--- src/logic/uart_macros.svh ---
// UART frame constants for the data width and the total frame length
`ifndef UART_MACROS_SVH
`define UART_MACROS_SVH

// Payload bits carried in one frame
`define UART_DATA_BITS 8

// Start bit, data bits, parity bit and stop bit together
`define UART_FRAME_BITS 11

// Frame layout by bit index
//   0       start bit, always 0
//   1 to 8  data, least significant bit first
//   9       parity, even or odd by configuration
//   10      stop bit, always 1
// The line idles high between frames

`endif

--- src/logic/uart_pkg.sv ---
// UART link package with the width typedefs and the FSM state encodings
`default_nettype none

`include "uart_macros.svh"

package uart_pkg;

    // Byte moved by either path
    typedef logic [`UART_DATA_BITS-1:0] uart_data_t;

    // Whole frame word, bit 0 leaves the line first
    typedef logic [`UART_FRAME_BITS-1:0] frame_t;

    // Bit position inside a frame, 0 to 10
    typedef logic [3:0] bit_count_t;

    // Transmit FSM
    typedef enum logic {
        TX_IDLE = 1'b0, // Line idle, waiting for start
        TX_SEND = 1'b1  // Frame on the line
    } tx_state_t;

    // Receive FSM
    typedef enum logic [1:0] {
        RX_IDLE    = 2'd0, // Hunting for a start bit
        RX_COLLECT = 2'd1, // Sampling data, parity, stop
        RX_DONE    = 2'd2  // Results out for one cycle
    } rx_state_t;

endpackage

`default_nettype wire

--- src/logic/bit_counter.sv ---
// Bit position counter for one frame with a flag on the last position
`default_nettype none
`timescale 1ns/1ps

`include "uart_macros.svh"

module bit_counter (
    input  logic               baud_clk,
    input  logic               rst,
    input  logic               clear,   // Restart at position 0
    input  logic               enable,  // Step to the next position
    output uart_pkg::bit_count_t count,
    output logic               last     // Stop bit position reached
);

    import uart_pkg::*;

    // Index of the stop bit
    localparam bit_count_t LAST_POS = bit_count_t'(`UART_FRAME_BITS - 1);

    bit_count_t count_q;

    always_ff @(posedge baud_clk) begin
        if (rst) begin
            count_q <= '0;
        end else if (clear) begin
            count_q <= '0;              // Clear wins over enable
        end else if (enable) begin
            count_q <= count_q + 1'b1;  // One position per baud_clk
        end
    end

    assign count = count_q;
    assign last  = (count_q == LAST_POS); // Decoded from the register

endmodule

`default_nettype wire

--- src/logic/tx_ctrl_fsm.sv ---
// Transmit FSM that raises busy and steers the frame shifter and bit counter
`default_nettype none
`timescale 1ns/1ps

module tx_ctrl_fsm (
    input  logic baud_clk,
    input  logic rst,
    input  logic start,       // Single cycle request from outside
    output logic busy,        // High for the whole frame
    output logic load,        // Build frame in the shifter
    output logic shift,       // Advance tx by one bit
    output logic cnt_clear,   // Restart the bit counter
    output logic cnt_enable,  // Count one bit
    input  logic cnt_last     // Stop bit on the line
);

    import uart_pkg::*;

    tx_state_t state_q;
    tx_state_t state_d;
    logic      accept;

    // Start only counts while idle
    assign accept = (state_q == TX_IDLE) && start;

    always_comb begin
        state_d = state_q;
        unique case (state_q)
            TX_IDLE: begin
                if (start) begin
                    state_d = TX_SEND;    // Frame goes out next cycle
                end
            end
            TX_SEND: begin
                if (cnt_last) begin
                    state_d = TX_IDLE;    // Stop bit done
                end
            end
            default: begin
                state_d = TX_IDLE;
            end
        endcase
    end

    always_ff @(posedge baud_clk) begin
        if (rst) begin
            state_q <= TX_IDLE;
        end else begin
            state_q <= state_d;
        end
    end

    assign busy       = (state_q == TX_SEND); // Registered, 11 cycles wide
    assign load       = accept;               // Frame register fills on edge E
    assign cnt_clear  = accept;               // Position 0 is the start bit
    assign shift      = busy;                 // Last shift leaves all ones
    assign cnt_enable = busy;

endmodule

`default_nettype wire

--- src/logic/tx_frame_shifter.sv ---
// Transmit shifter that frames the byte with parity and drives it onto tx
`default_nettype none
`timescale 1ns/1ps

`include "uart_macros.svh"

module tx_frame_shifter (
    input  logic               baud_clk,
    input  logic               rst,
    input  uart_pkg::uart_data_t data,       // Byte sampled on load
    input  logic               parity_odd,   // 0 even, 1 odd
    input  logic               load,         // Capture a new frame
    input  logic               shift,        // Next bit onto the line
    output logic               tx
);

    import uart_pkg::*;

    frame_t frame_q;
    frame_t frame_new;
    logic   parity_bit;

    // Even parity is the plain XOR of the byte
    assign parity_bit = (^data) ^ parity_odd;

    // Stop, parity, data, start from MSB down to LSB
    assign frame_new = {1'b1, parity_bit, data, 1'b0};

    always_ff @(posedge baud_clk) begin
        if (rst) begin
            frame_q <= '1;                    // Line idles high
        end else if (load) begin
            frame_q <= frame_new;             // Start bit lands on tx
        end else if (shift) begin
            // Ones fill in from the top
            frame_q <= {1'b1, frame_q[`UART_FRAME_BITS-1:1]};
        end
    end

    // Straight from a flop so tx has no glitches
    assign tx = frame_q[0];

endmodule

`default_nettype wire

--- src/logic/rx_ctrl_fsm.sv ---
// Receive FSM for start detection, bit collection and the valid strobe
`default_nettype none
`timescale 1ns/1ps

module rx_ctrl_fsm (
    input  logic baud_clk,
    input  logic rst,
    input  logic rx_bit,      // Synchronized line sample
    output logic shift,       // Take rx_bit into the checker
    output logic capture,     // Latch byte and error flags
    output logic cnt_clear,   // Start bit seen
    output logic cnt_enable,  // Count one collected bit
    input  logic cnt_last,    // Stop bit already sampled
    output logic valid        // One cycle result strobe
);

    import uart_pkg::*;

    rx_state_t state_q;
    rx_state_t state_d;

    always_comb begin
        state_d = state_q;
        unique case (state_q)
            RX_IDLE: begin
                if (!rx_bit) begin
                    state_d = RX_COLLECT;  // Falling line means start bit
                end
            end
            RX_COLLECT: begin
                if (cnt_last) begin
                    state_d = RX_DONE;     // Data, parity and stop are in
                end
            end
            RX_DONE: begin
                state_d = RX_IDLE;         // Single result cycle
            end
            default: begin
                state_d = RX_IDLE;
            end
        endcase
    end

    always_ff @(posedge baud_clk) begin
        if (rst) begin
            state_q <= RX_IDLE;
        end else begin
            state_q <= state_d;
        end
    end

    // Counter sits at 0 on the start bit edge
    assign cnt_clear  = (state_q == RX_IDLE) && !rx_bit;
    assign cnt_enable = (state_q == RX_COLLECT);
    assign shift      = (state_q == RX_COLLECT); // Last shift is ignored

    // Latch on the edge into RX_DONE
    // Results and valid then share the same cycle
    assign capture = (state_q == RX_COLLECT) && cnt_last;
    assign valid   = (state_q == RX_DONE);

endmodule

`default_nettype wire

--- src/logic/rx_frame_checker.sv ---
// Receive shifter that collects a frame and checks its parity and stop bit
`default_nettype none
`timescale 1ns/1ps

`include "uart_macros.svh"

module rx_frame_checker (
    input  logic               baud_clk,
    input  logic               rst,
    input  logic               rx_bit,         // Synchronized line sample
    input  logic               parity_odd,     // 0 even, 1 odd
    input  logic               shift,          // Sample rx_bit this cycle
    input  logic               capture,        // Latch checked results
    output uart_pkg::uart_data_t data,
    output logic               parity_error,   // Parity bit disagrees
    output logic               framing_error   // Stop bit sampled low
);

    import uart_pkg::*;

    // Data, parity and stop without the start bit
    localparam int COLLECT_BITS = `UART_FRAME_BITS - 1;

    logic [COLLECT_BITS-1:0] shift_q;
    uart_data_t              data_q;
    uart_data_t              rx_byte;
    logic                    rx_parity;
    logic                    rx_stop;
    logic                    parity_bad;

    // New bit enters at the top, first data bit ends at 0
    always_ff @(posedge baud_clk) begin
        if (shift) begin
            shift_q <= {rx_bit, shift_q[COLLECT_BITS-1:1]};
        end
    end

    assign rx_byte   = shift_q[`UART_DATA_BITS-1:0];
    assign rx_parity = shift_q[`UART_DATA_BITS];
    assign rx_stop   = shift_q[COLLECT_BITS-1];

    // Expected parity is XOR of the byte, flipped for odd
    assign parity_bad = rx_parity ^ (^rx_byte) ^ parity_odd;

    always_ff @(posedge baud_clk) begin
        if (capture) begin
            data_q <= rx_byte;             // Held until the next frame
        end
    end

    always_ff @(posedge baud_clk) begin
        if (rst) begin
            parity_error  <= 1'b0;
            framing_error <= 1'b0;
        end else if (capture) begin
            parity_error  <= parity_bad;
            framing_error <= !rx_stop;     // Stop must be high
        end
    end

    assign data = data_q;

endmodule

`default_nettype wire

--- src/logic/uart_link.sv ---
// UART link top joining the transmit and receive paths on one baud clock
`default_nettype none
`timescale 1ns/1ps

module uart_link (
    input  logic               baud_clk,
    input  logic               rst,
    input  logic               parity_odd,        // Shared by both paths
    input  uart_pkg::uart_data_t tx_data,
    input  logic               tx_start,          // One cycle strobe
    output logic               tx,
    output logic               tx_busy,
    input  logic               rx,                // Asynchronous line
    output uart_pkg::uart_data_t rx_data,
    output logic               rx_valid,
    output logic               rx_parity_error,
    output logic               rx_framing_error
);

    import uart_pkg::*;

    logic tx_load;
    logic tx_shift;
    logic tx_cnt_clear;
    logic tx_cnt_enable;
    logic tx_cnt_last;
    logic rx_meta;
    logic rx_bit;
    logic rx_shift;
    logic rx_capture;
    logic rx_cnt_clear;
    logic rx_cnt_enable;
    logic rx_cnt_last;

    // Two flop synchronizer, reset high so no false start
    always_ff @(posedge baud_clk) begin
        if (rst) begin
            rx_meta <= 1'b1;
            rx_bit  <= 1'b1;
        end else begin
            rx_meta <= rx;
            rx_bit  <= rx_meta;
        end
    end

    tx_ctrl_fsm u_tx_ctrl (.baud_clk, .rst, .start(tx_start), .busy(tx_busy),
        .load(tx_load), .shift(tx_shift), .cnt_clear(tx_cnt_clear),
        .cnt_enable(tx_cnt_enable), .cnt_last(tx_cnt_last));

    bit_counter u_tx_count (.baud_clk, .rst, .clear(tx_cnt_clear),
        .enable(tx_cnt_enable), .count(), .last(tx_cnt_last)); // Only last used

    tx_frame_shifter u_tx_shift (.baud_clk, .rst, .data(tx_data), .parity_odd,
        .load(tx_load), .shift(tx_shift), .tx);

    rx_ctrl_fsm u_rx_ctrl (.baud_clk, .rst, .rx_bit, .shift(rx_shift),
        .capture(rx_capture), .cnt_clear(rx_cnt_clear), .cnt_enable(rx_cnt_enable),
        .cnt_last(rx_cnt_last), .valid(rx_valid));

    bit_counter u_rx_count (.baud_clk, .rst, .clear(rx_cnt_clear),
        .enable(rx_cnt_enable), .count(), .last(rx_cnt_last));

    rx_frame_checker u_rx_check (.baud_clk, .rst, .rx_bit, .parity_odd,
        .shift(rx_shift), .capture(rx_capture), .data(rx_data),
        .parity_error(rx_parity_error), .framing_error(rx_framing_error));

endmodule

`default_nettype wire

--- config.mk ---
export PLATFORM = sky130hd
export DESIGN_NAME = uart_link
export DESIGN_NICKNAME = d
export VERILOG_FILES = /design/src/logic/uart_pkg.sv /design/src/logic/bit_counter.sv /design/src/logic/tx_ctrl_fsm.sv /design/src/logic/tx_frame_shifter.sv /design/src/logic/rx_ctrl_fsm.sv /design/src/logic/rx_frame_checker.sv /design/src/logic/uart_link.sv
export VERILOG_INCLUDE_DIRS = /design/src /design/src/logic
export SDC_FILE = /design/constraint.sdc
export NUM_CORES = 1
export LEC_CHECK = 0
export ABC_CLOCK_PERIOD_IN_PS = 2200
export BUFFER_PORTS_ARGS = -buffer_cell sky130_fd_sc_hd__buf_2
export CAP_MARGIN = 20
export CELL_PAD_IN_SITES_DETAIL_PLACEMENT = 1
export CELL_PAD_IN_SITES_GLOBAL_PLACEMENT = 1
export CORE_MARGIN = 8
export CORE_UTILIZATION = 30
export CTS_CLUSTER_SIZE = 12
export DETAILED_ROUTE_END_ITERATION = 10
export PLACE_DENSITY_LB_ADDON = 0.1
export SYNTH_ARGS = -nofsm -noshare
export SYNTH_HDL_FRONTEND = slang
export SYNTH_SLANG_ARGS = --single-unit
export TNS_END_PERCENT = 30
--- constraint.sdc ---
create_clock -name baud_clk -period 2.2 [get_ports baud_clk]
set_clock_uncertainty 0.2 [all_clocks]
set_input_delay 0.55 -clock baud_clk [delete_from_list [all_inputs] [get_ports baud_clk]]
set_output_delay 0.55 -clock baud_clk [all_outputs]
set_load 0.005 [all_outputs]
==> run metrics, run 1 <==
outcome complete, no violations; placed inst area 2040 µm²; final WL 3530 µm; clock sinks 43; final hold violations 0; IO Port Bufs 25; post-DP HPWL 2490 µm; CTS root buffer clkbuf_8; core box area 5920 µm²; remaining antenna violation count 0; starting density of the core 0.309; Top FF cell, synth dfxtp_1; max frequency about 0.55 GHz; share of post-route cells with drive strength above 1 0.261; CTS tree done; Final Net Count 193; die width 94.1 µm; Slew Limit Headroom 0.704; Power Dens Cells 714 nW/µm²; number of synthesized flops with an enable pin 18; vias after detailed routing 1164; Setup Viol. Count Final 0; Crit Path Class primary input to register; Die Y 94.1 µm; IO Pins 26; Cell Rows 28; clk_lat worst skew 0.29 ns; synth unique cells 33; crit-path max FO 2; Startpoint Class primary input; Final min period 1.83 ns; met2 WL approximately 1800 µm; RSZ-0062 raised after global routing no; residual DRC count 0; met3 wire length ~110 µm; largest stage delay on the critical path 0.43 ns; P_leak 0.810 nW; gr ovfl total 0; Slowest cell on crit path xnor3_1; max_cap viols 0; Mean Syn Cell Area 12.4 µm²; hold buffer count at cts 0; Post-CTS Resized 0; HP Class register to register; top sig layer met4; initial drt markers 38; WL/cell 14.1 µm; sequential area share after synthesis 0.569; RePlAce Congestion 0.715; CP Data Arrival Time roughly 1.8 ns; initial antenna violation count 0; vias in the first global route 1264; Met1 Wirelength between 1500 and 2000 µm; clk buf depth 2; fin crit share 0.830; first-pass GRT wire length 6030 µm; Clk pin slew, worst setup/hold paths 0.08 ns; Global Route Usage Sum 0.0875; Slew Limit Fails 0; Cells after Synth 148; Mapped Nets about 170; CP Data Required Time roughly 2.2 ns; Peak VDD IR around 0.25 mV; worst path cell trace buf_2 -> xor2_1 -> xnor3_1 -> xnor2_1 -> a2111o_1; register bit total from synthesis 43; Area Growth Syn to Fin 15.9%; Synthesis Warnings 0; Design Area, Final roughly 2100 µm²; htree depth 2; largest net degree at the start of global routing 26; synthesized cell area 1830 µm²; Setup Fix Bufs, Post-CTS 0; Async SR Flop Fraction 0; vias per cell 4.64; Setup TNS Final 0 ns; n_diodes 0; Die ar. 8860 µm²; DR pass1 iterations 3; crit end category register; Least-Margin Pin Slew about 0.44 ns; cts bufs inserted 5
==> per-stage QoR <==
step | cells | setup slack [ns] | utilization | total power, mW | hold slack [ns]
floorplan | 148 | 0.284 | - | 1.01 | 0.189
global placement | 244 | 0.113 | 0.345 | 1.05 | 0.197
detailed placement | 244 | 0.0287 | 0.345 | 1.06 | 0.197
CTS | 251 | 0.341 | 0.358 | 1.55 | 0.218
global route | 251 | 0.316 | 0.358 | 1.59 | 0.229
finish | 251 | 0.375 | 0.358 | 1.51 | 0.215
==> placed cells by master, fill, tap and decap left out, types with 2 or more instances in the layout <==
master	n
xnor2_1	10
buf_2	25
inv_1	5
a211oi_1	4
nor2_1	12
nand2b_1	10
mux2i_1	8
xor2_1	3
nand3_1	3
xnor3_1	2
ha_1	4
nor2b_1	2
or2_2	2
mux2_2	9
buf_4	2
o21ai_0	2
edfxtp_1	18
clkbuf_8	5
nor3b_1	2
nand2_1	2
dfxtp_1	25
nor3_1	3
a21oi_1	6
==> state kept, by name, summed over array words and instances, names as in the netlist <==
| register | cells |
|---|---|
| u_tx_ctrl.busy | 1 |
| u_rx_check.data | 8 |
| u_rx_check.shift_q | 10 |
| u_tx_shift.frame_q | 10 |
| u_rx_check.parity_error | 1 |
| u_rx_check.framing_error | 1 |
| rx_meta | 1 |
| rx_bit | 1 |
| u_rx_ctrl.state_q | 2 |
| u_rx_count.count | 4 |
| u_tx_count.count | 4 |
==> final cells by class <==
type	count	area, µm²
fillers	684	3800
repair buffers	27	140
clock buffers	5	68.8
multi-input cells	94	747
clock inverters	2	12.5
well taps	75	93.8
inverters	5	18.8
flip-flops and latches	43	1040
==> synth_stat cells (all sizes together) (2+ instances only) <==
cell type  count  area, µm²
dfxtp         25        500
edfxtp        18        541
nor2          12       45.0
xnor2         11        115
nand2b        10       62.6
mux2           9        101
mux2i          8       80.1
a21oi          6       30.0
inv            5       18.8
a211oi         4       30.0
clkbuf         4       15.0
ha             4       50.1
nor3           4       25.0
nand3          3       15.0
xor2           3       26.3
buf            2       8.75
nand2          2       7.51
nor2b          2       12.5
nor3b          2       15.0
o21ai          2       10.0
or2            2       12.5
xnor3          2       45.0
==> layer usage <==
| layer | track usage | up-vias |
|---|---|---|
| li1 | - | 572 |
| met1 | 0.0972 | 578 |
| met2 | 0.149 | 12 |
| met3 | 0.0296 | 2 |
| met4 | 0.0357 | 0 |
| met5 | 0 | - |
==> critical path: cells and delay by family <==
kind / cells / cell delay (ns)
compound gates: 1 / 0.39
xor+xnor: 3 / 0.74
buf+inv: 1 / 0.11
==> power breakdown <==
group          switching (mW)  leakage (nW)  internal (mW)
sequential             0.0181         0.367          0.856
clock                   0.265        0.0420          0.218
combinational          0.0734         0.401         0.0851
==> path summary, 6_finish.rpt <==
check / from / endpoint / slack [ns] / depth (start not counted)
hold / removal: rx_meta / rx_bit / 0.21 / 1
hold reg to reg: rx_meta / rx_bit / 0.21 / 1
setup reg to reg: u_rx_check.shift_q[5] / u_rx_check.parity_error / 0.52 / 4
setup / recovery: tx_data[3] / u_tx_shift.frame_q[9] / 0.37 / 5
==> cells by family after synthesis <==
kind of cell,after synthesis,synth area share
adders and majority gates,4,0.0273
DFF,43,0.569
AOI/OAI and AO/OA,17,0.0608
and+or+nand+nor,40,0.119
xor gates and xnor gates,16,0.102
buffers and inverters,11,0.0232
muxes,17,0.0991
Note: power is estimated with default switching activity, not from simulation.
==> run 2, diff against run 1 <==
Settings changed: ABC_CLOCK_PERIOD_IN_PS 2200 to 1500.
Clock period 2.2 ns to 1.5 ns, I/O delays scaled along.
==> run metrics, run 2 (synthesis gave the netlist of run 1 again) <==
placed inst area around 2200 µm²; Cell Rows 28; placed cell count 253; most frequent cells in the layout 25 x buf_2, 22 x dfxtp_1, 18 x edfxtp_1, 12 x nor2_1; gr ovfl total 0; final WL 3580 µm; WL/cell 13.7 µm; Design Area, Final 2280 µm²; Final Net Count between 200 and 250; Global Route Usage Sum 0.0882; core box area 5920 µm²; htree depth 2; post-DP HPWL 2690 µm; crit-path max FO 2; vias in the first global route 1282; fin crit share 1.09; Setup Viol. Count Final 3; Finished Layout Cells 261; CP Data Required Time about 1.5 ns; starting density of the core 0.309; clk_lat worst skew around 0.29 ns; initial drt markers 19; hold_ws 0.0611 ns; failing checks setup timing; Peak VDD IR roughly 0.35 mV; n_diodes 0; remaining antenna violation count 0; Least-Margin Pin Slew 0.441 ns; cts bufs inserted 5; Die ar. slightly below 9000 µm²; share of post-route cells with drive strength above 1 0.355; Startpoint Class register; outcome finished, violations left; IO Pins 26; P_leak between 0.8 and 0.9 nW; vias per cell 4.57; residual DRC count 0; Die Y 94.1 µm; max_cap viols 0; max frequency 0.614 GHz; initial antenna violation count 0; hold buffer count at cts 0; vias after detailed routing about 1200; Area Growth Syn to Fin 24.4%; final hold violations 0; commonest non-fill, non-tap cell in the layout buf_2; HP Class primary input to register; Slew Limit Headroom 0.706; CTS tree done; largest net degree at the start of global routing 26; die width about 94 µm; Setup Fix Bufs, Post-CTS 0; crit end category register; Place WS -0.418 ns; RePlAce Congestion 0.702; total power draw 2.30 mW; clock sinks 43; Crit Path Class register to register; Slew Limit Fails 0; Final min period around 1.6 ns; IO Port Bufs 25; setup ws final -0.129 ns; DR pass1 iterations 4; CP Data Arrival Time 1.65 ns; first-pass GRT wire length 6130 µm; fillcell total 664; Power Dens Cells ~1000 nW/µm²; Clk pin slew, worst setup/hold paths 0.09 ns; CTS root buffer clkbuf_8; RSZ-0062 raised after global routing yes; clk buf depth 2
-- run 2: cell count changes in the layout (fill, tap and decap cells not counted), sizes merged --
cell and change:
buf +9, clkinvlp +2, clkinv -1
-- run 2: worst max-delay path: stages (launching register included) --
cell and delay (ns):
edfxtp_1 0.41, xor2_1 0.18, xnor3_1 0.43, xnor2_1 0.14, a211oi_1 0.21
-- run 2: repair_timing --
item,CTS,global route
pin swaps,0,1
gates resized for setup,3,2
hold endpoints to repair,0,0
setup endpoints to repair,3,5
-- run 2: worst paths after layout --
kind,from,endpoint,slack (ns),depth (start not counted)
worst min register to register,rx_meta,rx_bit,0.22,1
worst max register to register,u_rx_check.shift_q[5],u_rx_check.parity_error,-0.13,4
worst min-delay path,rx,rx_meta,0.06,2
worst max-delay path,u_rx_check.shift_q[5],u_rx_check.parity_error,-0.13,4
-- run 2: metrics by stage --
| stage | TNS, ns | util |
|---|---|---|
| 2_1_floorplan | -0.550 | - |
| 3_3_place_gp | -0.572 | 0.366 |
| 3_5_place_dp | -0.662 | 0.366 |
| 4_1_cts | -0.252 | 0.384 |
| 5_1_grt | -0.394 | 0.385 |
| 6_report | -0.213 | 0.385 |
-- run 2: metal layers --
| metal | part of all wire | GRT usage | up-vias |
|---|---|---|---|
| met2 | 0.46 | 0.137 | 30 |
| met1 | 0.47 | 0.107 | 572 |
| met3 | 0.059 | 0.0336 | 2 |
| li1 | - | - | 589 |
| met4 | 0.0075 | 0.0357 | 0 |
| met5 | 0 | 0 | - |
-- run 2: where the power goes --
group	total, mW	leakage (nW)	switching (mW)	internal [mW]
sequential	1.28	0.369	0.0261	1.26
combinational	0.264	0.480	0.117	0.148
clock	0.752	0.0408	0.419	0.333
total	2.30	0.890	0.561	1.74
-- run 2: layout make-up --
cell class              instances  area [µm²]  area share
flip-flops and latches         43        1040       0.459
clock inverters                 3        23.8      0.0104
well taps                      75        93.8      0.0412
repair buffers                 36         236       0.104
clock buffers                   5        68.8      0.0302
inverters                       5        18.8     0.00824
multi-input cells              94         791       0.347
==> run 3, diff against run 2 <==
Settings changed: CORE_MARGIN 8 to 2.
==> run metrics, run 3 (synthesis gave the netlist of run 1 again) <==
CTS tree done; clk buf depth 2; CP Launch Point u_rx_check.shift_q[5]; IO Port Bufs 25; R2R setup slack -0.1 ns; HP Class primary input to register; final WL 3570 µm; setup ws final -0.0973 ns; Setup Viol. Count Final 3; Area Growth Syn to Fin 27.6%; Crit Path Class register to register; Cell Rows 28; delay-heaviest family, CP XOR/XNOR gates; DR pass1 iterations 4; commonest non-fill, non-tap cell in the layout buf_2; final core utilization 0.395; Clk pin slew, worst setup/hold paths ~0.090 ns; remaining antenna violation count 0; Design Area, Final 2340 µm²; Peak VDD IR roughly 0.56 mV; most frequent cells in the layout 25 x buf_2, 22 x dfxtp_1, 18 x edfxtp_1, 14 x buf_4, 12 x nor2_1; CP Data Required Time 1.52 ns; critical path depth 4; IO Pins 26; max frequency 0.626 GHz; Slew Limit Headroom 0.731; initial drt markers 34; Place WS -0.378 ns; crit path buf inv count 0; CTS root buffer clkbuf_8; Worst R2R End u_rx_check.parity_error; Global Route Usage Sum 0.120; fin crit share 1.06; hold_ws 0.0582 ns; vias in the first global route 1238; largest stage delay on the critical path 0.42 ns; Finished Layout Cells 267; share of post-route cells with drive strength above 1 0.375; placed inst area 2190 µm²; Die ar. 6740 µm²; number of cells on the worst reg-to-reg path 4; Power Dens Cells 1050 nW/µm²; clk_lat worst skew 0.30 ns; WL/cell around 13 µm; Slowest cell on crit path edfxtp_1; max_cap viols 0; core box area 5920 µm²; Least-Margin Pin Slew 0.401 ns; largest net degree at the start of global routing 22; gr ovfl total 0; crit path capture u_rx_check.parity_error; RSZ-0062 raised after global routing yes; residual DRC count 0; RePlAce Congestion 0.766; cts bufs inserted 5; placed cell count roughly 260; crit end category register; failing checks setup timing; Startpoint Class register; starting density of the core 0.309; Setup TNS Final -0.188 ns; final hold violations 0; die width roughly 80 µm; post-DP HPWL between 2000 and 3000 µm; clock sinks between 40 and 50; outcome finished, violations left; total power draw 2.45 mW; n_diodes 0; Final Net Count 208; worst r2r src u_rx_check.shift_q[5]; htree depth 2; Final min period between 1.5 and 2 ns; initial antenna violation count 0; Slew Limit Fails 0; vias per cell around 4.5; CP Data Arrival Time 1.62 ns; fillcell total 650; vias after detailed routing about 1200; P_leak approximately 0.93 nW; worst path cell trace xor2_1 -> xnor3_1 -> xnor2_1 -> a211oi_2; crit-path max FO 2; first-pass GRT wire length 5970 µm; Die Y 82.1 µm
-- run 3: changes by cell type in the layout (fill, tap and decap cells not counted), sizes merged --
cell / previous run / this run
bufinv: 0 / 1
clkinvlp: 2 / 0
clkinv: 0 / 2
buf: 36 / 42
inv: 6 / 5
-- run 3: where the power goes --
| group | switching (mW) | internal [mW] |
|---|---|---|
| logic | 0.119 | 0.150 |
| clock network | 0.401 | 0.496 |
| registers | 0.0255 | 1.26 |
-- run 3: area by class of cell --
class,instances,area (µm²),area share
clock inverters,3,43.8,0.0187
flip-flops and latches,43,1040,0.447
multi-input cells,94,793,0.340
repair buffers,42,273,0.117
well taps,75,93.8,0.0402
clock buffers,5,68.8,0.0295
inverters,5,18.8,0.00803
-- run 3: repair_timing --
| item | in CTS | in global routing |
|---|---|---|
| resized for setup | 0 | 6 |
| hold buffers | 0 | 0 |
| setup buffers | 2 | 0 |
| gates cloned | 0 | 0 |
| pin swaps | 4 | 1 |
| setup endpoints to repair | 4 | 4 |
-- run 3: worst min-delay path by stage --
stage / from / end / cells after the start
finish: rx / rx_meta / 2
global route: rx / rx_meta / 2
CTS: rx / rx_meta / 2
detailed placement: rx_meta / rx_bit / 1
global placement: rx_meta / rx_bit / 1
floorplan: rx_meta / rx_bit / 1
-- run 3: metal layers --
layer	wire length (µm)	global-route usage	share of wire	up-vias
li1	-	-	-	600
met1	1590	0.155	0.44	576
met2	1810	0.189	0.51	15
met3	109	0.0337	0.031	6
met4	62	0.0500	0.017	0
met5	0	0	0	-
